$ cat config.mk
export PLATFORM = sky130hd
export DESIGN_NAME = icache_data_ram
export DESIGN_NICKNAME = d
export VERILOG_FILES = /design/src/rtl/icache_cfg_pkg.sv /design/src/rtl/icache_bus_pkg.sv /design/src/rtl/icache_data_ram.sv
export SDC_FILE = /design/constraint.sdc
export NUM_CORES = 2
export LEC_CHECK = 0
export BUFFER_PORTS_ARGS = -buffer_cell sky130_fd_sc_hd__buf_2
export CORE_UTILIZATION = 62
export DETAILED_ROUTE_END_ITERATION = 10
export PLACE_DENSITY = 0.79
export SKIP_LAST_GASP = 1
export SLEW_MARGIN = 10
export SYNTH_ARGS = -nofsm -noshare
export SYNTH_HDL_FRONTEND = slang
export SYNTH_SLANG_ARGS = --single-unit
$ cat constraint.sdc
create_clock -name clk -period 10.61 [get_ports clk]
set_clock_uncertainty 0.2 [all_clocks]
set_input_delay 0.5305 -clock clk [delete_from_list [all_inputs] [get_ports clk]]
set_output_delay 0.5305 -clock clk [all_outputs]
set_load 0.01 [all_outputs]
$ cat src/rtl/icache_cfg_pkg.sv
////////////////////////////////////////
// Instruction cache geometry constants
// Fetch address split and tag entry types
////////////////////////////////////////

`default_nettype none

package icache_cfg_pkg;

   ////////////////////////////////////////
   // Geometry
   ////////////////////////////////////////

   // Core fetch address and line width
   localparam int FETCH_ADDR_WIDTH = 32;
   localparam int FETCH_DATA_WIDTH = 128;

   // Two ways, 512 bytes in total
   localparam int NB_WAYS    = 2;
   localparam int CACHE_SIZE = 512;

   // One fetch word per line
   localparam int NB_SETS      = CACHE_SIZE / (NB_WAYS * (FETCH_DATA_WIDTH / 8));
   localparam int OFFSET_WIDTH = $clog2(FETCH_DATA_WIDTH / 8);
   localparam int SET_ID_WIDTH = $clog2(NB_SETS);
   // Full width tag, no reduced option
   localparam int TAG_WIDTH    = FETCH_ADDR_WIDTH - SET_ID_WIDTH - OFFSET_WIDTH;

   ////////////////////////////////////////
   // Types
   ////////////////////////////////////////

   // Fetch address fields, MSB first
   typedef struct packed {
      logic [TAG_WIDTH-1:0]    tag;
      logic [SET_ID_WIDTH-1:0] set_id;
      logic [OFFSET_WIDTH-1:0] offset;
   } fetch_addr_t;

   // One entry of the tag store
   typedef struct packed {
      logic                 valid;
      logic [TAG_WIDTH-1:0] tag;
   } tag_entry_t;

   // One-hot way select
   typedef logic [NB_WAYS-1:0] way_sel_t;

endpackage

`default_nettype wire

$ cat src/rtl/icache_bus_pkg.sv
////////////////////////////////////////
// Instruction cache bus payloads
// Fetch line and refill request types
////////////////////////////////////////

`default_nettype none

package icache_bus_pkg;

   // One cache line, also the fetch word
   typedef logic [icache_cfg_pkg::FETCH_DATA_WIDTH-1:0] line_t;

   // Refill request toward the next memory level
   // Address is always line aligned
   typedef struct packed {
      logic [icache_cfg_pkg::FETCH_ADDR_WIDTH-1:0] addr;
   } refill_req_t;

endpackage

`default_nettype wire

$ cat src/rtl/icache_data_ram.sv
////////////////////////////////////////
// Instruction cache data store
// One line per set and way
////////////////////////////////////////

`timescale 1ns/1ps
`default_nettype none

module icache_data_ram (
   input  logic                                               clk,
   input  logic                                               rd_en_i,
   input  logic [icache_cfg_pkg::SET_ID_WIDTH-1:0]            set_id_i,
   input  logic                                               wr_en_i,
   input  icache_cfg_pkg::way_sel_t                           wr_way_i,
   input  icache_bus_pkg::line_t                              wr_line_i,
   output icache_bus_pkg::line_t [icache_cfg_pkg::NB_WAYS-1:0] rd_line_o
);

   // Line array
   icache_bus_pkg::line_t line_mem [icache_cfg_pkg::NB_WAYS][icache_cfg_pkg::NB_SETS];

   // Refill write into the victim way
   always_ff @(posedge clk)
   begin
      if (wr_en_i)
      begin
         for (int w = 0; w < icache_cfg_pkg::NB_WAYS; w++)
         begin
            if (wr_way_i[w])
               line_mem[w][set_id_i] <= wr_line_i;
         end
      end
   end

   // Parallel read of every way into the output register
   // Controller picks the hitting way a cycle later
   always_ff @(posedge clk)
   begin
      if (rd_en_i)
      begin
         for (int w = 0; w < icache_cfg_pkg::NB_WAYS; w++)
         begin
            rd_line_o[w] <= line_mem[w][set_id_i];
         end
      end
   end

endmodule

`default_nettype wire

# --- Yosys cells after proc, flatten, opt, wreduce, memory -nomap -nowiden ---
# Memories as Yosys holds them, arrays and structs flattened.
# Cells that the tools add are included.
word_totals:
  ff_bits: 256
  ramBits: 4096
  inputBits: 137
  output_inout_bits: 256
  word_cells: 21
  mem_count: 1
classes:
  magnitude_cmp: 2
  n_mux: 14
  bitwise_logic: 1
  reduce_logical: 1
mem_list:
  columns: ["name", "depth", "word_bits", "rd", "rd_clocked_by_memory_dff", "wr", "line", "rtl"]
  rows:
  - ["line_mem", 2, 2048, 2, 0, 2, "icache_data_ram.sv:20", "icache_bus_pkg::line_t line_mem [icache_cfg_pkg::NB_WAYS][icache_cfg_pkg::NB_SETS];"]
op_table:
  columns: ["operator", "count"]
  rows:
  - ["2-to-1 mux 2048 bit", 2]
  - ["binary-select mux 128 bit (select 4 bit)", 2]
  - ["2-to-1 mux 128 bit", 5]
  - ["demux 128 bit (select 4 bit)", 1]
  - [">= comparator 5 bit, second input constant", 1]
  - ["< comparator 5 x 1 -> 1 bit, second input constant", 1]
  - ["inverter 4 -> 5 bit", 1]
  - ["2-to-1 mux 1 bit", 4]
  - ["logical AND 1 bit", 1]

# --- Depth between registers and ports, before layout ---
logic_depth:
  word_depth: 6
  mapped_depth: 7
  mapped_depth_nobuf: 3

# --- Worst setup path after synthesis ---
# OpenSTA, ideal clock, no wires.
synth_timing:
  path_kind: "input to register"
  startpoint: "in set_id_i[0] (netlist bit)"
  endpoint: "mem line_mem[0][1280] (netlist bit) (enable)"
  setup_time_ns: 0.617
  t_arrival_ns: 6.897
  required_ns: 9.793
  path_slack_ns: 2.896
  path_stages: 7
  path_buffers: 4
  path_cell_list: "clkbuf_1 > buf_4 > buf_2 > buf_2 > nor2b_1 > nand3_1 > nor2_1"
synth_rtl:
  columns: ["item", "line", "rtl"]
  rows:
  - ["from (decl)", "icache_data_ram.sv:12", "input logic [icache_cfg_pkg::SET_ID_WIDTH-1:0] set_id_i,"]
  - ["to (decl)", "icache_data_ram.sv:20", null]

# --- Final worst setup path ---
layout_timing:
  startpoint: "in set_id_i[1] (netlist bit)"
  endpoint: "reg rd_line_o[199] (netlist bit) (data pin)"
layout_via:
  elab_chain_cells: 4
layout_rtl:
  columns: ["item", "line", "rtl"]
  rows:
  - ["inverter 4 -> 5 bit (implied by the code)", "icache_data_ram.sv:43", "rd_line_o[w] <= line_mem[w][set_id_i];"]
  - ["binary-select mux 128 bit (select 4 bit)", "icache_data_ram.sv:43", null]
  - ["2-to-1 mux 128 bit (implied by the code) (2 in a row)", "icache_data_ram.sv:43", null]
  - ["to (signal, indexed assignment)", "icache_data_ram.sv:43", null]
  - ["to (decl)", "icache_data_ram.sv:16", "output icache_bus_pkg::line_t [icache_cfg_pkg::NB_WAYS-1:0] rd_line_o"]
# Every way passes these cells. The select of a mux whose other input is x is not followed.
# A chain may end at the register's enable or synchronous reset.

==> flow_summary.ini <==
[pwr]
powerDensity_nw_per_um2 = 196
vdd_drop_max_uv = 200
p_leak_uw = 0.0575
power_uw = 35600

[critical_path]
cp-startpoint = set_id_i[1]
crit_arrival_ns = 5.65
cp-end-kind = flip-flop
required_ns = 11.15
rr_worst_depth = 3
worstReg2RegEnd = rd_line_o[109]
cp_max_fo = 136
r2r-start = line_mem[0][1133]
worstSetupStartpointType = input port
ff2ff_setup_slack_ns = 8.48
path_class = input port to flip-flop

[clocking]
clk-insertion-delay-late_ns = 1.03
cts_tree = done
cts.path.max_buffers = 4
clk_pin_slew_ns = 0.06
cts_root_buf = clkbuf_16
cts-buffers-inserted = 424
clock-sinks = 4352
post_cts_buffers = 0
htreeDepth = 5

[flow_run]
max-cap-violations = 0

[sta]
drv_slew = 0
setup_violations = 0
hold_viol = 0
finalSetupTns_ns = 0
timing.fmax_mhz = 196
finalCriticalPeriod_ns = 5.11
rsz0062_at_grt = false
tightest_slew_ns = 1.34
slew_headroom_pct = 10.9
timing.final.crit_share_pct = 48.2

[placement]
post_dp_cell_area_um2 = 167000
gp_congestion = 0.752
io_buffers = 392
placedCellCount = 10108
dp_hpwl_um = 188000

[grt]
grt_max_degree = 137
grt_pass1_wl_um = 587000
antenna_found_initial = 36
grt_pass1_vias = 81033
overflow = 0
track_usage_pct = 32.4

[hold_path]
min_path_type = input port to flip-flop
hold_start = set_id_i[3]
min_to = rd_line_o[111]
min_delay_path_depth = 4

[routing]
viasPerCell = 7.12
first_pass_iters = 6
wl_per_cell_um = 38.0
drt-total-wl_um = 418000
num_vias = 78335
drcViolationCount = 0
drtIter0Drc = 11628
ant_nets = 0

[final_layout]
fin_nets = 7416
syn_to_final_growth_pct = 13.0
final_common_cell = edfxtp_1
final_cells = 11005
post_route_cells_drive_above_1_share_pct = 28.3
final_core_util_pct = 70.5
final_area_um2 = 181000
mostFrequentLayoutCells = 4352 x edfxtp_1, 1024 x mux4_2, 512 x a22oi_1, 428 x clkbuf_16, 389 x buf_2

[floorplan]
die_w_um = 510
chipHeight_um = 510
core_region_area_um2 = 257000
dieArea_um2 = 261000
initial_utilization_pct = 62.4
row_count = 186
ios = 393

[synth]
yosys_warnings = 0
ys_ff_latch = 4352
syn_inst = 6543
syn-num-nets = 6680
avgSynthCellArea_um2 = 24.5
ys_types = 16
seq_area_frac_synth_pct = 81.5
netlist_area_um2 = 160000

[outcome]
status = completed
through the flow:
step                      hold WS [ns]  setup WS (ns)
after global routing             0.128           5.46
after floorplan                  0.429           2.90
after CTS                       0.0379           5.72
final                            0.134           5.50
after detailed placement         0.527           4.71
after global placement           0.523           4.76
report_power, final:
group,total (uW),switching (uW),internal (uW)
Combinational,1620,1020,599
Sequential,19400,127,19200
Clock,14600,6330,8250
cells in the mapped netlist:
cell type | n | area [um2]
a22oi_1 | 512 | 3840
and2_1 | 1 | 6.26
buf_1 | 36 | 135
buf_2 | 97 | 485
buf_4 | 22 | 165
buf_6 | 3 | 33.8
clkbuf_1 | 190 | 713
edfxtp_1 | 4352 | 131000
mux4_2 | 1024 | 23100
nand2_1 | 257 | 965
nand2b_1 | 2 | 12.5
nand3_1 | 6 | 30.0
nand4_1 | 2 | 12.5
nor2_1 | 34 | 128
nor2b_1 | 4 | 25.0
or2_2 | 1 | 6.26
repair_timing:
action                                 in CTS  in global routing
gates resized for setup                     0                  0
hold buffers                              129                  0
endpoints found under the hold margin    4130                  0
per-layer routing:
metal | track usage, % | part of all wire [%] | vias up
met1 | 42.5 | 33 | 40990
met3 | 6.52 | 12 | 1119
li1 | - | - | 29733
met2 | 53.3 | 50 | 6477
met5 | 0 | 0.021 | -
met4 | 14.7 | 4.7 | 16
area by class of cell:
type / count / area, um2
antenna: 15 / 37.5
clock buffer: 527 / 11100
timing repair buffer: 658 / 4650
clock inverter: 226 / 2050
multi-input combinational: 1843 / 28400
tap: 3384 / 4230
fill: 14028 / 75800
sequential: 4352 / 131000
worst max-delay path by stage:
stage                        endpoint  slack (ns)  cells past startpoint
floorplan           line_mem[0][1280]        2.90                      7
global placement        rd_line_o[71]        4.76                      8
detailed placement      rd_line_o[69]        4.71                      8
CTS                    rd_line_o[199]        5.72                      8
global route            rd_line_o[71]        5.46                      8
finish                 rd_line_o[199]        5.50                      8
cells by family after synthesis:
logic type      after synthesis  share of synthesized area [%]
simple gates                307                          0.739
mux                        1024                           14.4
buf+inv                     348                          0.956
flops                      4352                           81.5
compound gates              512                           2.40
state kept, by name, indices dropped and copies added (netlist names):
register and flops:
rd_line_o 256, line_mem 4096
critical path: stages:
cell and delay, ns:
buf_8 0.57, buf_12 0.62, buf_4 0.97, buf_4 0.91, buf_4 0.77, mux4_2 0.41
a22oi_1 0.24, nand2_1 0.10
Power figures use the tool's default switching activity.
