<file path="config.mk">
export PLATFORM = sky130hd
export DESIGN_NAME = icache_ctrl
export DESIGN_NICKNAME = d
export VERILOG_FILES = /design/src/rtl/icache_cfg_pkg.sv /design/src/rtl/icache_bus_pkg.sv /design/src/rtl/icache_ctrl.sv
export SDC_FILE = /design/constraint.sdc
export NUM_CORES = 1
export LEC_CHECK = 0
export ABC_AREA = 1
export BUFFER_PORTS_ARGS = -buffer_cell sky130_fd_sc_hd__buf_2
export CAP_MARGIN = 5
export CORE_AREA = 2 2 314 316
export DETAILED_ROUTE_END_ITERATION = 16
export DIE_AREA = 0 0 316 318
export MAX_ROUTING_LAYER = met4
export PLACE_DENSITY = 0.41
export SLEW_MARGIN = 25
export SYNTH_ARGS = -nofsm -noshare
export SYNTH_HDL_FRONTEND = slang
export SYNTH_SLANG_ARGS = --single-unit
</file>
<file path="constraint.sdc">
create_clock -name clk -period 6.5 [get_ports clk]
set_clock_uncertainty 0.2 [all_clocks]
set_input_delay 0.65 -clock clk [delete_from_list [all_inputs] [get_ports clk]]
set_output_delay 0.65 -clock clk [all_outputs]
set_load 0.005 [all_outputs]
</file>
<file path="src/rtl/icache_cfg_pkg.sv">
////////////////////////////////////////
// Instruction cache geometry constants
// Fetch address split and tag entry types
////////////////////////////////////////

`default_nettype none

package icache_cfg_pkg;

   ////////////////////////////////////////
   // Geometry
   ////////////////////////////////////////

   // Core fetch address and line width
   localparam int FETCH_ADDR_WIDTH = 32;
   localparam int FETCH_DATA_WIDTH = 128;

   // Two ways, 512 bytes in total
   localparam int NB_WAYS    = 2;
   localparam int CACHE_SIZE = 512;

   // One fetch word per line
   localparam int NB_SETS      = CACHE_SIZE / (NB_WAYS * (FETCH_DATA_WIDTH / 8));
   localparam int OFFSET_WIDTH = $clog2(FETCH_DATA_WIDTH / 8);
   localparam int SET_ID_WIDTH = $clog2(NB_SETS);
   // Full width tag, no reduced option
   localparam int TAG_WIDTH    = FETCH_ADDR_WIDTH - SET_ID_WIDTH - OFFSET_WIDTH;

   ////////////////////////////////////////
   // Types
   ////////////////////////////////////////

   // Fetch address fields, MSB first
   typedef struct packed {
      logic [TAG_WIDTH-1:0]    tag;
      logic [SET_ID_WIDTH-1:0] set_id;
      logic [OFFSET_WIDTH-1:0] offset;
   } fetch_addr_t;

   // One entry of the tag store
   typedef struct packed {
      logic                 valid;
      logic [TAG_WIDTH-1:0] tag;
   } tag_entry_t;

   // One-hot way select
   typedef logic [NB_WAYS-1:0] way_sel_t;

endpackage

`default_nettype wire

</file>
<file path="src/rtl/icache_bus_pkg.sv">
////////////////////////////////////////
// Instruction cache bus payloads
// Fetch line and refill request types
////////////////////////////////////////

`default_nettype none

package icache_bus_pkg;

   // One cache line, also the fetch word
   typedef logic [icache_cfg_pkg::FETCH_DATA_WIDTH-1:0] line_t;

   // Refill request toward the next memory level
   // Address is always line aligned
   typedef struct packed {
      logic [icache_cfg_pkg::FETCH_ADDR_WIDTH-1:0] addr;
   } refill_req_t;

endpackage

`default_nettype wire

</file>
<file path="src/rtl/icache_ctrl.sv">
////////////////////////////////////////
// Instruction cache controller
// Lookup and refill FSM, hit and victim
// Bypass and whole-cache flush control
////////////////////////////////////////

`timescale 1ns/1ps
`default_nettype none

module icache_ctrl (
   input  logic                                                    clk,
   input  logic                                                    rst_i,
   // Core fetch port
   input  logic                                                    fetch_req_i,
   input  icache_cfg_pkg::fetch_addr_t                             fetch_addr_i,
   output logic                                                    fetch_gnt_o,
   output logic                                                    fetch_rvalid_o,
   output icache_bus_pkg::line_t                                   fetch_rdata_o,
   // Mode control
   input  logic                                                    bypass_icache_i,
   output logic                                                    cache_is_bypassed_o,
   input  logic                                                    flush_icache_i,
   output logic                                                    cache_is_flushed_o,
   // Tag and data stores
   output logic                                                    tag_rd_en_o,
   output logic                                                    data_rd_en_o,
   output logic [icache_cfg_pkg::SET_ID_WIDTH-1:0]                 set_id_o,
   output logic                                                    wr_en_o,
   output icache_cfg_pkg::way_sel_t                                wr_way_o,
   output logic [icache_cfg_pkg::TAG_WIDTH-1:0]                    wr_tag_o,
   output icache_bus_pkg::line_t                                   wr_line_o,
   output logic                                                    flush_o,
   input  icache_cfg_pkg::tag_entry_t [icache_cfg_pkg::NB_WAYS-1:0] tag_entry_i,
   input  icache_bus_pkg::line_t [icache_cfg_pkg::NB_WAYS-1:0]      line_i,
   // Refill buffers
   output logic                                                    refill_push_o,
   output icache_bus_pkg::refill_req_t                             refill_addr_o,
   input  logic                                                    refill_ready_i,
   input  logic                                                    resp_valid_i,
   input  icache_bus_pkg::line_t                                   resp_line_i
);

   typedef enum logic [2:0] {
      ST_IDLE,
      ST_LOOKUP,
      ST_REQUEST,
      ST_WAIT_RESP,
      ST_RESPOND
   } state_e;

   state_e                      state_q;
   state_e                      state_d;
   icache_cfg_pkg::fetch_addr_t addr_q;
   icache_bus_pkg::line_t       line_q;
   icache_bus_pkg::line_t       hit_line;
   icache_cfg_pkg::way_sel_t    hit_way;
   icache_cfg_pkg::way_sel_t    victim_q;
   logic                        accept;
   logic                        hit;
   logic                        bypass_q;
   logic                        flushed_q;
   logic                        flush_pend_q;

   ////////////////////////////////////////
   // Core side handshake
   ////////////////////////////////////////

   // Flush runs in idle, no fetch accepted in that cycle
   assign flush_o     = (state_q == ST_IDLE) && (flush_icache_i || flush_pend_q);
   assign fetch_gnt_o = (state_q == ST_IDLE) && !flush_o;
   assign accept      = fetch_req_i && fetch_gnt_o;

   // Tag read on every fetch, data read skipped when bypassing
   assign tag_rd_en_o  = accept;
   assign data_rd_en_o = accept && !bypass_icache_i;

   // Set index from the live address in idle, held address otherwise
   assign set_id_o = (state_q == ST_IDLE) ? fetch_addr_i.set_id : addr_q.set_id;

   assign fetch_rvalid_o      = (state_q == ST_RESPOND);
   assign fetch_rdata_o       = line_q;
   assign cache_is_bypassed_o = bypass_q;
   assign cache_is_flushed_o  = flushed_q;

   ////////////////////////////////////////
   // Hit detection
   ////////////////////////////////////////

   // Compare registered entries against the held tag
   always_comb
   begin
      hit_line = '0;
      for (int w = 0; w < icache_cfg_pkg::NB_WAYS; w++)
      begin
         hit_way[w] = tag_entry_i[w].valid && (tag_entry_i[w].tag == addr_q.tag);
         if (hit_way[w])
            hit_line = line_i[w];
      end
   end

   // Bypass forces a miss
   assign hit = (|hit_way) && !bypass_q;

   ////////////////////////////////////////
   // Refill side
   ////////////////////////////////////////

   // Push held until the request buffer has room
   assign refill_push_o      = (state_q == ST_REQUEST);
   assign refill_addr_o.addr = {addr_q.tag, addr_q.set_id,
                                {icache_cfg_pkg::OFFSET_WIDTH{1'b0}}};

   // Returned line goes to the victim way unless bypassed
   assign wr_en_o   = (state_q == ST_WAIT_RESP) && resp_valid_i && !bypass_q;
   assign wr_way_o  = victim_q;
   assign wr_tag_o  = addr_q.tag;
   assign wr_line_o = resp_line_i;

   ////////////////////////////////////////
   // FSM
   ////////////////////////////////////////

   always_comb
   begin
      state_d = state_q;
      case (state_q)
         ST_IDLE:
            if (accept)
               state_d = ST_LOOKUP;
         // Store outputs valid here
         ST_LOOKUP:
            state_d = hit ? ST_RESPOND : ST_REQUEST;
         ST_REQUEST:
            if (refill_ready_i)
               state_d = ST_WAIT_RESP;
         ST_WAIT_RESP:
            if (resp_valid_i)
               state_d = ST_RESPOND;
         ST_RESPOND:
            state_d = ST_IDLE;
         default:
            state_d = ST_IDLE;
      endcase
   end

   // Control state
   always_ff @(posedge clk)
   begin
      if (rst_i)
      begin
         state_q      <= ST_IDLE;
         bypass_q     <= 1'b0;
         flushed_q    <= 1'b1;
         flush_pend_q <= 1'b0;
         victim_q     <= icache_cfg_pkg::way_sel_t'(1);
      end
      else
      begin
         state_q <= state_d;
         // Bypass mode only changes between fetches
         if (state_q == ST_IDLE)
            bypass_q <= bypass_icache_i;
         // Flush seen while busy waits for idle
         if (flush_o)
            flush_pend_q <= 1'b0;
         else if (flush_icache_i)
            flush_pend_q <= 1'b1;
         // Flushed until the next refill write
         if (flush_o)
            flushed_q <= 1'b1;
         else if (wr_en_o)
            flushed_q <= 1'b0;
         // Round robin victim, rotates on each refill write
         if (wr_en_o)
            victim_q <= {victim_q[icache_cfg_pkg::NB_WAYS-2:0],
                         victim_q[icache_cfg_pkg::NB_WAYS-1]};
      end
   end

   // Held address and returned line
   always_ff @(posedge clk)
   begin
      if (accept)
         addr_q <= fetch_addr_i;
      if ((state_q == ST_LOOKUP) && hit)
         line_q <= hit_line;
      else if ((state_q == ST_WAIT_RESP) && resp_valid_i)
         line_q <= resp_line_i;
   end

endmodule

`default_nettype wire

</file>
* After elaboration in Yosys (flattened, before gate mapping)
Index checks and enable logic that the tools add are counted.
** Storage, ports and cells
- Register bits :: 164
- Memory bits (read-only) :: 0
- Bits in latches :: 0
- Memories kept :: 0
- Bits in writable memories :: 0
- Bits of input ports :: 473
- Output and inout bits :: 327
** Cells by class
- Reductions and logical operators :: 19
- Equal/unequal tests :: 9
- Magnitude comparators :: 0
- Shift-type cells :: 0
- $add $sub $neg :: 0
- Muxes and demuxes :: 10
- Div/mod/pow operators :: 0
- $mul :: 0
- Bitwise operators :: 0
** Operator list (number)
- $mux 128 :: 4
- $eq 24x24->1 :: 2
- $mux 3 :: 4
- $pmux 3 s4 :: 1
- $logic_and 1x1->1 :: 10
- $eq 3x2->1 const B :: 2
- $mux 4 :: 1
- $ne 2x2->1 const B :: 2
- $reduce_or 2->1 :: 2
- $eq 3x1->1 const B :: 1
- $eq 3x3->1 const B :: 1
- $logic_not 1->1 :: 3
- $logic_not 3->1 :: 1
- $reduce_and 3->1 :: 1
- $ne 2x1->1 const B :: 1
- $reduce_bool 2->1 :: 1
- $logic_or 1x1->1 :: 1

* Longest topological paths before layout
- Word-level depth :: 7
- Mapped depth :: 16
- Mapped depth without buffers :: 14

* Worst setup path before layout
OpenSTA, ideal clock, no wires.
- Path type :: input port to flip-flop
- From :: input tag_entry_i[35] (netlist name)
- To :: register line_q[0] (netlist: fetch_rdata_o[0]), enable pin
- Stages on the path :: 13
- Arrival :: 3.697 ns
- Path buffers :: 1
- Slack :: 1.490 ns
- Required time :: 5.187 ns
- Cell sequence :: inv_1 > nand2_1 > nand2_1 > clkinv_1 > nand2_1 > nor2_1 > nand2_1 > nor2_1 > nand2_1 > nand2_1 > nand3_1 > clkbuf_1 > nand2_1
** Between the ends
- Word-level cells in the longest chain between the ends :: 6
** RTL lines
- from (decl) :: RTL line icache_ctrl.sv:33 : input icache_cfg_pkg::tag_entry_t [icache_cfg_pkg::NB_WAYS-1:0] tag_entry_i,
- $eq 24x24->1 :: RTL line icache_ctrl.sv:95 : hit_way[w] = tag_entry_i[w].valid && (tag_entry_i[w].tag == addr_q.tag);
- $logic_and 1x1->1 :: RTL line icache_ctrl.sv:95
- $reduce_or 2->1 :: RTL line icache_ctrl.sv:102 : assign hit = (|hit_way) && !bypass_q;
- $logic_and 1x1->1 :: RTL line icache_ctrl.sv:102
- $logic_and 1x1->1 :: RTL line icache_ctrl.sv:185 : if ((state_q == ST_LOOKUP) && hit)
- $reduce_bool 2->1 (no source line)
- to (signal assigned) :: RTL line icache_ctrl.sv:186 : line_q <= hit_line;
- to (signal assigned) :: RTL line icache_ctrl.sv:188 : line_q <= resp_line_i;
- to (decl) :: RTL line icache_ctrl.sv:54 : icache_bus_pkg::line_t line_q;
No other way between the ends.
A chain may end at the register's enable or synchronous reset.

* Worst setup path in the final report
- From :: register state_q[2]
- To :: output tag_rd_en_o
** Between the ends
- Word-level cells in the longest chain between the ends :: 5
** RTL lines
- from (decl) :: RTL line icache_ctrl.sv:51 : state_e state_q;
- from (signal assigned) :: RTL line icache_ctrl.sv:159 : state_q <= state_d;
- $logic_not 3->1 * :: RTL line icache_ctrl.sv:69, icache_ctrl.sv:70
- $logic_and 1x1->1 :: RTL line icache_ctrl.sv:69 : assign flush_o = (state_q == ST_IDLE) && (flush_icache_i || flush_pend_q);
- $logic_not 1->1 :: RTL line icache_ctrl.sv:70 : assign fetch_gnt_o = (state_q == ST_IDLE) && !flush_o;
- $logic_and 1x1->1 * :: RTL line icache_ctrl.sv:70
- $logic_and 1x1->1 * :: RTL line icache_ctrl.sv:71 : assign accept = fetch_req_i && fetch_gnt_o;
- to (decl) :: RTL line icache_ctrl.sv:25 : output logic tag_rd_en_o,
Every way passes the cells marked *; elsewhere a longest branch is shown, timed or not.

==> flow_summary.ini <==
[place]
portBuffers = 791
place_hpwl_mm = 45.8
place_congestion = 0.882

[logic_synthesis]
ys_async_sr_fraction = 0
netlist.area_leader.share = 0.426
synth_top_cells_by_count = 814 x nand2_1, 162 x buf_4, 156 x edfxtp_1
avgSynthCellArea_um2 = 7.14
synth-seq-area-share = 0.440
synth.area.top_cells = edfxtp_1 43%, nand2_1 28%, buf_4 11%, nand3_1 6.6%, buf_2 2.8%
synth_top_area_cell = edfxtp_1
yosysMostFrequentCell = nand2_1
yosysUniqueCellTypes = 23
syn_inst = 1542
ys.flop_type = edfxtp_1
ys_ff_latch = 164
synth_edf_count = 156
syn_area_mm2 = 0.0110
yosysWarnings = 0

[timing]
fmax_ghz = 0.265
hold_viol = 0
grt_setup_unrepaired = false
slew_headroom = 0.425
tightest_slew_ns = 0.863
hold_slack_ns = 0.109
final.setup.tns_ns = 0
drv_slew = 0
min_period_ns = 3.78
setup_viol = 0
min_period_over_period = 0.581

[clock_tree]
post_cts_resized = 0
cts-hold-fix-buffers = 0
cts_tree = done
htree_levels = 4
cts_buffer_depth = 2
worstSkewPairLatency_ns = 0.51
clock-sinks = 164
cts_made_buffers = 17
post_cts_buffers = 0
cts-root-buf = clkbuf_16
clkTransAtPathRegs_ns = 0.08

[global_routing]
grt_max_degree = 101
first_global_vias = 11300
antenna_found_initial = 6
grt_pass1_wl_mm = 77.6
grt.total_usage = 0.113
grt_overflow = 0

[power]
ir_worst_vdd_uv = 197
p_leak_nw = 8.27
powerDensity_mw_per_mm2 = 200

[detailed_routing]
drtIter0Drc = 756
first_pass_iters = 5
via_per_inst = 3.48
drc = 0
detail-route-antenna-nets = 0
routedWlPerCell_um = 16.7
vias = 12000
wl_mm = 57.8

[die]
rows = 115
die_y_um = 318
die_w_um = 316
pin_count = 800
initial_core_util = 0.113
die_area_mm2 = 0.100
core_area_mm2 = 0.0974

[cells_and_area]
area_growth_pct = 44.3
drive_gt1_frac = 0.396
nets = 2617
postLayoutCoreUtil = 0.163

[min_path]
hold_path_class = input port to register

[worst_setup_path]
worst_ep_arrival_time_ns = 2.93
criticalPathCategory = register to output port
cp-start-kind = register
crit_path_max_fanout = 16
crit_required_ns = 5.65
worst_setup_path_end_kind = output port

[run]
max_cap_violations = 0

[outcome]
outcome = completed
logic make-up after synthesis:
| kind of cell | synth area share |
|---|---|
| xor gates and xnor gates | 0.0103 |
| AOI/OAI and AO/OA | 0.00784 |
| and+or+nand+nor | 0.371 |
| buffers and inverters | 0.171 |
| other | 0.000341 |
| DFF | 0.440 |
cells in the final DEF (no fill, tap or decap), drive strengths merged:
cell / netlist / routed
edfxtp: 156 / 156
diode: 0 / 7
nor3: 4 / 4
buf: 223 / 807
xnor2: 11 / 11
dfxtp: 8 / 8
clkinv: 3 / 6
clkbuf: 4 / 18
bufinv: 0 / 3
nor2: 56 / 56
a211o: 1 / 1
clkinvlp: 0 / 1
nand3: 146 / 146
and2: 1 / 1
conb: 1 / 4
o21ai: 8 / 8
a21boi: 1 / 1
a21oi: 6 / 6
nand3b: 3 / 3
inv: 88 / 95
nand4: 5 / 5
nand2: 814 / 814
xor2: 2 / 2
and3: 1 / 1
cell type report:
cell class / count / area (um^2)
flip-flops and latches: 164 / 4840
multi-input cells: 1063 / 4340
clock inverters: 14 / 189
inverters: 91 / 344
repair buffers: 807 / 4120
clock buffers: 18 / 429
diodes: 7 / 17.5
well taps: 1287 / 1610
fillers: 11300 / 81500
per-stage QoR:
step           setup slack (ns)  area (um^2)  total power, mW  std cells
2_1_floorplan              1.49        11000             1.66       1545
3_3_place_gp               2.64        15300             2.03       3412
3_5_place_dp               2.66        15300             2.02       3412
4_1_cts                    2.61        15900             3.26       3444
5_1_grt                    2.39        15900             3.35       3449
6_report                   2.72        15900             3.17       3451
worst paths after layout:
path                                    from                         endpoint  slack (ns)  cells past startpoint
max                  state_q[2]$_SDFFE_PP0P_                      tag_rd_en_o        2.72                      7
min                         fetch_addr_i[23]           wr_tag_o[15]$_DFFE_PP_        0.11                      1
max reg2reg           wr_tag_o[18]$_DFFE_PP_     fetch_rdata_o[108]$_DFFE_PP_        2.94                     12
min reg2reg  cache_is_flushed_o$_SDFFE_PP1P_  cache_is_flushed_o$_SDFFE_PP1P_        0.28                      1
flip-flops by register name, indices dropped and copies added, names as in the netlist:
signal               flops
fetch_rdata_o          128
wr_tag_o                24
refill_addr_o            4
state_q                  3
wr_way_o                 2
cache_is_bypassed_o      1
cache_is_flushed_o       1
flush_pend_q             1
metal layers:
layer,share of wire,up-vias,track usage
li1,-,5898,-
met1,0.42,5498,0.132
met2,0.48,559,0.183
met3,0.080,38,0.0302
met4,0.021,0,0.0420
met5,0,-,-
report_power, final:
part           total (mW)  internal (mW)  leakage [nW]  switching (mW)
registers            1.31           1.25          1.48          0.0608
clock network        1.18          0.618         0.302           0.566
logic               0.680          0.284          6.49           0.395
critical path: stages, from the launching register on:
cell and delay [ns]:
dfxtp_1 0.34, nor2_1 0.20, nand2_1 0.32, nor2_1 0.32, nand2_1 0.11, inv_1 0.55, buf_4 0.39, buf_2 0.17
(Power assumes the default switching activity.)
