## src/rtl/icache_cfg_pkg.sv

```systemverilog
////////////////////////////////////////
// Instruction cache geometry constants
// Fetch address split and tag entry types
////////////////////////////////////////

`default_nettype none

package icache_cfg_pkg;

   ////////////////////////////////////////
   // Geometry
   ////////////////////////////////////////

   // Core fetch address and line width
   localparam int FETCH_ADDR_WIDTH = 32;
   localparam int FETCH_DATA_WIDTH = 128;

   // Two ways, 512 bytes in total
   localparam int NB_WAYS    = 2;
   localparam int CACHE_SIZE = 512;

   // One fetch word per line
   localparam int NB_SETS      = CACHE_SIZE / (NB_WAYS * (FETCH_DATA_WIDTH / 8));
   localparam int OFFSET_WIDTH = $clog2(FETCH_DATA_WIDTH / 8);
   localparam int SET_ID_WIDTH = $clog2(NB_SETS);
   // Full width tag, no reduced option
   localparam int TAG_WIDTH    = FETCH_ADDR_WIDTH - SET_ID_WIDTH - OFFSET_WIDTH;

   ////////////////////////////////////////
   // Types
   ////////////////////////////////////////

   // Fetch address fields, MSB first
   typedef struct packed {
      logic [TAG_WIDTH-1:0]    tag;
      logic [SET_ID_WIDTH-1:0] set_id;
      logic [OFFSET_WIDTH-1:0] offset;
   } fetch_addr_t;

   // One entry of the tag store
   typedef struct packed {
      logic                 valid;
      logic [TAG_WIDTH-1:0] tag;
   } tag_entry_t;

   // One-hot way select
   typedef logic [NB_WAYS-1:0] way_sel_t;

endpackage

`default_nettype wire

```

## src/rtl/icache_tag_ram.sv

```systemverilog
////////////////////////////////////////
// Instruction cache tag store
// Tag and valid bit per set and way
// Registered read, refill write, flush
////////////////////////////////////////

`timescale 1ns/1ps
`default_nettype none

module icache_tag_ram (
   input  logic                                                    clk,
   input  logic                                                    rst_i,
   input  logic                                                    rd_en_i,
   input  logic [icache_cfg_pkg::SET_ID_WIDTH-1:0]                 set_id_i,
   input  logic                                                    wr_en_i,
   input  icache_cfg_pkg::way_sel_t                                wr_way_i,
   input  logic [icache_cfg_pkg::TAG_WIDTH-1:0]                    wr_tag_i,
   input  logic                                                    flush_i,
   output icache_cfg_pkg::tag_entry_t [icache_cfg_pkg::NB_WAYS-1:0] rd_entry_o
);

   // Valid bits, kept apart so flush clears them in one cycle
   logic [icache_cfg_pkg::NB_WAYS-1:0][icache_cfg_pkg::NB_SETS-1:0] valid_q;

   // Tag array
   logic [icache_cfg_pkg::TAG_WIDTH-1:0] tag_mem
      [icache_cfg_pkg::NB_WAYS][icache_cfg_pkg::NB_SETS];

   // Valid bits: reset and flush clear all sets of all ways
   always_ff @(posedge clk)
   begin
      if (rst_i || flush_i)
      begin
         valid_q <= '0;
      end
      else if (wr_en_i)
      begin
         // Refill marks the written entry valid
         for (int w = 0; w < icache_cfg_pkg::NB_WAYS; w++)
         begin
            if (wr_way_i[w])
               valid_q[w][set_id_i] <= 1'b1;
         end
      end
   end

   // Tag write on refill, selected way only
   always_ff @(posedge clk)
   begin
      if (wr_en_i)
      begin
         for (int w = 0; w < icache_cfg_pkg::NB_WAYS; w++)
         begin
            if (wr_way_i[w])
               tag_mem[w][set_id_i] <= wr_tag_i;
         end
      end
   end

   // All ways of the set read in parallel
   // Result valid one cycle after rd_en_i
   always_ff @(posedge clk)
   begin
      if (rd_en_i)
      begin
         for (int w = 0; w < icache_cfg_pkg::NB_WAYS; w++)
         begin
            rd_entry_o[w].valid <= valid_q[w][set_id_i];
            rd_entry_o[w].tag   <= tag_mem[w][set_id_i];
         end
      end
   end

endmodule

`default_nettype wire

```

## config.mk

```make
export PLATFORM = sky130hd
export DESIGN_NAME = icache_tag_ram
export DESIGN_NICKNAME = d
export VERILOG_FILES = /design/src/rtl/icache_cfg_pkg.sv /design/src/rtl/icache_tag_ram.sv
export SDC_FILE = /design/constraint.sdc
export NUM_CORES = 1
export LEC_CHECK = 0
export BUFFER_PORTS_ARGS = -buffer_cell sky130_fd_sc_hd__buf_2
export CAP_MARGIN = 20
export CORE_ASPECT_RATIO = 0.5
export CORE_MARGIN = 3
export CORE_UTILIZATION = 39
export CTS_CLUSTER_SIZE = 10
export DETAILED_ROUTE_END_ITERATION = 6
export GPL_ROUTABILITY_DRIVEN = 0
export PLACE_DENSITY = 0.59
export SLEW_MARGIN = 20
export SYNTH_ARGS = -nofsm -noshare
export SYNTH_HDL_FRONTEND = slang
export SYNTH_SLANG_ARGS = --single-unit
export TNS_END_PERCENT = 30
```

## constraint.sdc

```tcl
create_clock -name clk -period 5.2 [get_ports clk]
set_input_delay 0.52 -clock clk [delete_from_list [all_inputs] [get_ports clk]]
set_output_delay 0.52 -clock clk [all_outputs]
set_load 0.01 [all_outputs]
```

Word level (Yosys, flattened, before mapping)
Memory sizes are Yosys's and may differ from the RTL's.
Cells that the tools add are included.
W data, S select, Z words.
- magnitude comparators: 4
- multiplexer cells: 20
- bitwise logic cells: 3
- reductions and logical operators: 5
- operator list (operator ; number):
    $mux W384 ; 2
    $bmux W24 S4 ; 2
    $mux W24 ; 5
    $demux W24 S4 ; 1
    $or A16 B16 Y16 ; 2
    $bmux W1 S4 ; 2
    $mux W1 ; 7
    $ge A5 B5 Y1 const B ; 1
    $lt A4 B5 Y1 const B ; 1
    $lt A5 B1 Y1 const B ; 1
    $not A4 Y5 ; 1
    $demux W1 S4 ; 1
    $ge A4 B1 Y1 const B ; 1
    $reduce_and A2 Y1 ; 2
    $logic_and A1 B1 Y1 ; 2
    $logic_or A1 B1 Y1 ; 1
- register bits: 82
- memory bits (writable): 768
- bits of input ports: 35
- output and inout port bits: 50
- logic and storage cells: 39
- memories: 1
- memories (memory ; depth ; bits a word ; rd ports ; clocked after Yosys merged registers in ; write ports ; line ; RTL):
    tag_mem ; 2 ; 384 ; 2 ; 0 ; 2 ; icache_tag_ram.sv:26 ; logic [icache_cfg_pkg::TAG_WIDTH-1:0] tag_mem

Depth between registers and ports, before layout
Gate-level depths: netlist (run 1).
- depth in word-level cells: 6
- gate-level depth with buffers: 6
- depth with buffers taken out: 3

Worst setup path before layout (run 1)
OpenSTA, ideal clock, no wires.
- path kind: in2reg
- start: input port set_id_i[0] (netlist bit)
- end: memory tag_mem[0][360] (netlist bit), enable pin
- setup time: 469 ps
- arrival time: 3424 ps
- required time: 4731 ps
- path slack: 1307 ps
- cell stages on the path: 4
- buffers on the path: 3
- path through: buf_6 > buf_6 > buf_2 > nor4_1
- RTL lines (item ; line ; RTL):
    start, declared ; icache_tag_ram.sv:14 ; input logic [icache_cfg_pkg::SET_ID_WIDTH-1:0] set_id_i,
    end, declared ; icache_tag_ram.sv:26 ;

==> impl_summary.txt, run 1 <==
----------------------------------------------------
[Run status]
  Outcome ... finished, final reports clean

[Synth]
  Cell type contributing the most total cell area after synthesis ... sky130_fd_sc_hd__edfxtp_1
  Number of synthesized flops with an enable pin ... 818
  Mapped cell area ... 31600 um^2
  Sequential-to-total area share from yosys stat ... 79.8%
  Share of async-settable or async-resettable flops after synthesis ... 0%
  Count of state elements after synthesis ... 850
  Top cell types by occurrence after synthesis ... sky130_fd_sc_hd__edfxtp_1, sky130_fd_sc_hd__mux4_2, sky130_fd_sc_hd__a22oi_1
  Most frequent cell after synthesis ... sky130_fd_sc_hd__edfxtp_1
  Number of nets produced by synthesis ... 1396
  Area contributors post-synth ... sky130_fd_sc_hd__edfxtp_1, sky130_fd_sc_hd__mux4_2, sky130_fd_sc_hd__a22oi_1
  Unique cell type count in the Yosys netlist ... 23
  Yosys warning total ... 0
  Leading register cell type out of synthesis ... sky130_fd_sc_hd__edfxtp_1
  Share of Yosys cell area claimed by the top area cell type ... 77.8%
  Avg Cell Area, Syn ... 23.2 um^2
  Number of standard cells after synthesis ... 1361

[Setup path]
  Arr. time, crit path ... 3.01 ns
  Cells on worst reg2reg path ... 3
  Critical Path Source Type ... input pin
  Element type at the critical path end ... register
  Reg2reg setup slack ... 3.66 ns
  Path type of the worst setup path ... in2reg
  Data required, critical path ... 5.46 ns
  Destination of the worst register-to-register timing path ... rd_entry_o[27]
  Worst reg2reg path startpoint ... tag_mem[0][506]
  Top fanout value on the critical path ... 113

[Clocking]
  Sink Count ... 850
  Post-CTS Resized ... 0
  Number of buffers created by CTS ... 95
  Clock tree from TritonCTS ... done
  Number of setup buffers added after CTS ... 0
  Cts hold-fix bufs ... 0
  Insertion delay of the later-clocked pin in the worst-skew pair ... 0.63 ns
  Maximum number of buffers from clock root to sink ... 3
  Root cell of the clock tree ... sky130_fd_sc_hd__clkbuf_16
  Clock slew at reported path FFs ... 0.05 ns
  Maximum level of the CTS H-tree ... 3

[Power and ir drop]
  Share of power burned in the clock network ... 41.4%
  Part of the power in combinational logic ... 4.4%
  Switching power as a share of total power ... 20.5%
  Worst ir drop on vdd ... 0.232 mV
  Net Sw Power ... 2.89 mW
  Sequential group share of total power ... 54.2%
  Leak Pwr ... 11.3 nW
  Internal power ... 11.2 mW
  Overall power of the completed layout ... 14.1 mW
  Pwr/cell area ... 390 nW/um^2

[Worst hold path]
  Hold Crit Depth ... 3
  Worst hold path endpoint ... valid_q[5]
  Launch instance of the worst min-delay path ... rst_i
  Hold crit path type ... in2reg

[Floorplan]
  Horizontal die dimension ... 408 um
  Overall die area ... 84600 um^2
  Standard-cell row count ... 73
  Number of top-level design ports ... 85
  Core area ... 79800 um^2
  Initial core utilization ... 39.5%
  Vertical die dimension ... 207 um

[STA]
  Final worst slack ... 2.45 ns
  Worst clock skew ... 0.0137 ns
  Setup total negative slack ... 0 ns
  Worst slew pin tran ... 1.12 ns
  Unrepaired setup endpoints after global routing ... no
  Peak Freq ... 364 MHz
  Fraction of the cycle the final worst path needs ... 52.9%
  Max-slew violations ... 0
  Final hold violations ... 0
  Worst rel slew slack ... 25.3%
  Clock period minus final worst setup slack ... 2.75 ns
  Setup violation total in the final timing report ... 0

[Drt]
  Final wirelength ... 70.1 mm
  WL/cell ... 26.8 um
  Vias per cell ... 5.51
  Antenna Violating Nets Remaining ... 0
  DR iter-0 viols ... 1351
  Pre-antenna DRT Iters ... 5
  Via count ... 14400
  Number of DRC violations after detailed routing ... 0

[Finish]
  Finished Core Util ... 45.4%
  Area growth from synthesis to final layout ... 14.9%
  Share of layout cells above drive strength 1 ... 29.3%
  Fillers ... 6520
  Final Net Count ... 1525
  Fin area ... 36300 um^2

[Placement]
  Post-placement cell area ... 33400 um^2
  Post-DP HPWL ... 35.2 mm
  Worst Setup Slack post-DPL ... 1.67 ns
  # port buffers ... 84

[GRT]
  Pin count of the biggest net entering global routing ... 114
  Vias in the first global route ... 15400
  Total global routing overflow ... 0
  Antenna violations before repair ... 3
  Global-route wire length before repair ... 103 mm
  Total global routing track utilization ... 16.6%

[Run]
  Count of maximum capacitance violations ... 0

----------------------------------------------------
-- per-stage QoR --
step | std cells | hold WS, ns
6_report | 2619 | 0.303
3_5_place_dp | 2471 | 0.452
4_1_cts | 2606 | 0.277
5_1_grt | 2617 | 0.306
2_1_floorplan | 1361 | 0.435
3_3_place_gp | 2471 | 0.441
-- layout by cell type, fill, tap and decap left out, types with 3 or more instances in the layout --
cell type                     n
sky130_fd_sc_hd__a22oi_1    100
sky130_fd_sc_hd__mux4_2     197
sky130_fd_sc_hd__o21a_1      32
sky130_fd_sc_hd__nor3_2       6
sky130_fd_sc_hd__buf_4       12
sky130_fd_sc_hd__nand4b_1     4
sky130_fd_sc_hd__nand2_1     53
sky130_fd_sc_hd__clkbuf_1    32
sky130_fd_sc_hd__buf_2       82
sky130_fd_sc_hd__mux4_1       3
sky130_fd_sc_hd__buf_16       7
sky130_fd_sc_hd__diode_2      4
sky130_fd_sc_hd__nand2b_1     4
sky130_fd_sc_hd__buf_12       6
sky130_fd_sc_hd__clkbuf_16   97
sky130_fd_sc_hd__edfxtp_1   818
sky130_fd_sc_hd__nor2_4      27
sky130_fd_sc_hd__dfxtp_1     32
-- final cells by class --
type                       count  area, um^2  share of cell area, %
timing repair buffer         109         842                   2.32
multi-input combinational    434        6210                   17.1
clock buffer                 129        2550                   7.03
sequential                   850       25200                   69.5
clock inverter                 6        90.1                  0.248
tap                         1087        1360                   3.75
antenna                        4        10.0                 0.0276
-- layer usage --
metal  vias to the layer above  share of wire (%)  GRT usage, %  wire (um)
met4                         0                2.0          4.84       1390
li1                       6047                  -             -          -
met5                         -                  0             0          0
met1                      7793                 43          23.0      29900
met2                       483                 49          26.9      34700
met3                       102                5.8          3.05       4070
-- worst max-delay path by stage --
stage                      from              end  slack [ns]  depth (start not counted)
CTS                 set_id_i[0]  tag_mem[0][498]        2.36                          3
global placement    set_id_i[0]    rd_entry_o[6]        1.75                          5
finish              set_id_i[1]  tag_mem[0][593]        2.45                          3
detailed placement  set_id_i[0]  tag_mem[0][480]        1.67                          3
floorplan           set_id_i[0]  tag_mem[0][360]        1.31                          4
global route        set_id_i[0]    rd_entry_o[2]        2.27                          6
-- registers in the layout, indices dropped and copies added, names as in the netlist --
name        count
rd_entry_o     50
tag_mem       768
valid_q        32
-- power by group through the flow --
stage / Clock (mW) / Combinational (mW) / Sequential, mW
after floorplan: 0 / 0.344 / 7.80
after global placement: 0 / 0.607 / 7.80
after detailed placement: 0 / 0.627 / 7.80
after CTS: 5.97 / 0.628 / 7.66
after global routing: 6.24 / 0.674 / 7.67
final: 5.85 / 0.624 / 7.66
-- worst max-delay path, cell delays in order --
cell and delay (ns):
sky130_fd_sc_hd__clkbuf_8 0.76, sky130_fd_sc_hd__nand4_1 0.65, sky130_fd_sc_hd__nor2_4 1.01
-- cells by family (layout without fill, tap and decap cells) --
kind of cell	count (synthesis)	count (layout)	synth area share, %
AND/OR/NAND/NOR	102	102	1.41
other	0	4	0
multiplexers	200	200	14.3
AO/OA/AOI/OAI	132	132	3.14
buffers and inverters	77	244	1.31
flip-flops	850	850	79.8
No activity file was read; power rests on OpenSTA's default activity.
==> run 2, diff against run 1 <==
--- a/config.mk
+++ b/config.mk
@@ -13,7 +13,7 @@
 export CTS_CLUSTER_SIZE = 10
 export DETAILED_ROUTE_END_ITERATION = 6
 export GPL_ROUTABILITY_DRIVEN = 0
-export PLACE_DENSITY = 0.59
+export PLACE_DENSITY = 0.61
 export SLEW_MARGIN = 20
 export SYNTH_ARGS = -nofsm -noshare
 export SYNTH_HDL_FRONTEND = slang
==> constraint.sdc (replaced) <==
create_clock -name clk -period 2.2 [get_ports clk]
set_input_delay 0.22 -clock clk [delete_from_list [all_inputs] [get_ports clk]]
set_output_delay 0.22 -clock clk [all_outputs]
set_load 0.01 [all_outputs]
==> run 2 against run 1 <==
Effect of this change: clock power rose by 140%; sequential power rose by 140%; worst setup slack got worse by 1.7 ns; cell count rose by 3.2%; total power rose by 140%; global-route usage rose by 0.20 points; clock skew rose by 0.019 ns; largest cell class unchanged; clock-buffer cell count rose by 1; first-iteration DRC count rose by 12%; die area did not move; design area rose by 3.0%; critical path type is now reg2reg; combinational power rose to 2.6 times the previous value.
==> impl_summary.txt, run 2 (synthesis results as in run 1) <==
----------------------------------------------------
[Drt]
  DR iter-0 viols ... 1513
  Via count ... 14700
  Number of DRC violations after detailed routing ... 0
  Vias per cell ... 5.44
  WL/cell ... 26.2 um
  Final wirelength ... 70.9 mm
  Pre-antenna DRT Iters ... 5
  Antenna Violating Nets Remaining ... 0

[Setup path]
  Element type at the critical path end ... register
  Data required, critical path ... 2.54 ns
  CP cell instances ... mux4_1 > a22oi_1 > nand2_1
  Top fanout value on the critical path ... 1
  Stage delay of the slowest cell on the critical path ... 0.50 ns
  Worst path top cell family by delay ... multiplexers
  Path type of the worst setup path ... reg2reg
  CP max stage cell ... sky130_fd_sc_hd__mux4_1
  Arr. time, crit path ... 1.84 ns
  Critical Path Source Type ... register
  Buffers and inverters on the worst path ... 0

[Clocking]
  Sink Count ... 850
  Number of buffers created by CTS ... 95
  Insertion delay of the later-clocked pin in the worst-skew pair ... 0.64 ns
  Clock slew at reported path FFs ... 0.06 ns
  Maximum level of the CTS H-tree ... 3
  Clock tree from TritonCTS ... done
  Maximum number of buffers from clock root to sink ... 3
  Cts hold-fix bufs ... 0
  Post-CTS Resized ... 0
  Number of setup buffers added after CTS ... 0
  Root cell of the clock tree ... sky130_fd_sc_hd__clkbuf_16

[Finish]
  Largest registers ... tag_mem: 768 flops, rd_entry_o: 50 flops, valid_q: 32 flops
  Share of layout cells above drive strength 1 ... 32.8%
  Commonest cells after routing, fill and taps aside ... sky130_fd_sc_hd__edfxtp_1, sky130_fd_sc_hd__mux4_2, sky130_fd_sc_hd__a22oi_1
  Fin area ... 37300 um^2
  Final Net Count ... 1609
  Area growth from synthesis to final layout ... 18.3%
  Number of flip-flops in the largest register ... 768
  Register ranked first by flip-flop count ... tag_mem
  Most common cell after layout, fill and taps aside ... sky130_fd_sc_hd__edfxtp_1

[Placement]
  # port buffers ... 84
  Post-placement cell area ... 34700 um^2
  Post-DP HPWL ... 38.9 mm

[Floorplan]
  Horizontal die dimension ... 408 um
  Number of top-level design ports ... 85
  Core area ... 79800 um^2
  Initial core utilization ... 39.5%
  Standard-cell row count ... 73
  Overall die area ... 84600 um^2
  Vertical die dimension ... 207 um

[STA]
  Worst slew pin tran ... 1.09 ns
  Fraction of the cycle the final worst path needs ... 68.2%
  Final hold violations ... 0
  Clock period minus final worst setup slack ... 1.50 ns
  Setup total negative slack ... 0 ns
  Peak Freq ... 667 MHz
  Unrepaired setup endpoints after global routing ... no
  Worst clock skew ... 0.0328 ns
  Worst rel slew slack ... 27.0%
  Setup violation total in the final timing report ... 0
  Max-slew violations ... 0

[GRT]
  Pin count of the biggest net entering global routing ... 41
  Antenna violations before repair ... 2
  Total global routing overflow ... 0
  Total global routing track utilization ... 16.8%
  Vias in the first global route ... 15500
  Global-route wire length before repair ... 105 mm

[Power and ir drop]
  Worst ir drop on vdd ... 0.600 mV
  Overall power of the completed layout ... 33.5 mW
  Leak Pwr ... 11.9 nW
  Pwr/cell area ... 896 nW/um^2

[Run status]
  Outcome ... finished, final reports clean

[Worst hold path]
  Hold crit path type ... in2reg

[Run]
  Count of maximum capacitance violations ... 0

----------------------------------------------------
run 2: layout make-up:
type,count,area [um^2]
tap,1087,1360
timing repair buffer,193,1940
clock buffer,130,2570
sequential,850,25200
multi-input combinational,434,6220
clock inverter,4,48.8
fill,6514,42500
antenna,4,10.0
run 2: per-layer routing:
metal	vias to the layer above	part of all wire, %	GRT usage (%)
li1	6203	-	-
met1	7922	42	23.7
met2	468	50	27.8
met3	99	5.7	2.39
met4	0	1.6	4.00
met5	-	0	0
run 2: where the power goes:
group | switching [mW] | internal, mW | leakage [nW] | total [mW]
Clock | 5.74 | 8.02 | 1.27 | 13.8
Sequential | 0.0780 | 18.0 | 7.68 | 18.1
Combinational | 0.952 | 0.662 | 2.94 | 1.61
Total | 6.77 | 26.7 | 11.9 | 33.5
run 2: worst paths after layout:
| path | end | cells after the start | start | slack (ns) |
|---|---|---|---|---|
| hold reg to reg | valid_q[2] | 1 | valid_q[2] | 0.46 |
| setup / recovery | rd_entry_o[18] | 3 | tag_mem[0][378] | 0.70 |
| setup reg to reg | rd_entry_o[18] | 3 | tag_mem[0][378] | 0.70 |
| hold / removal | rd_entry_o[7] | 1 | rd_en_i | 0.05 |
run 2: through the flow:
| stage | instances | hold WS [ns] | util [%] | setup slack, ns |
|---|---|---|---|---|
| global route | 2699 | 0.0471 | 46.8 | 0.632 |
| global placement | 2564 | 0.440 | 43.5 | 0.159 |
| finish | 2702 | 0.0487 | 46.8 | 0.700 |
| detailed placement | 2564 | 0.449 | 43.5 | 0.172 |
| CTS | 2698 | 0.0519 | 46.8 | 0.670 |
| floorplan | 1361 | 0.319 | - | -0.718 |
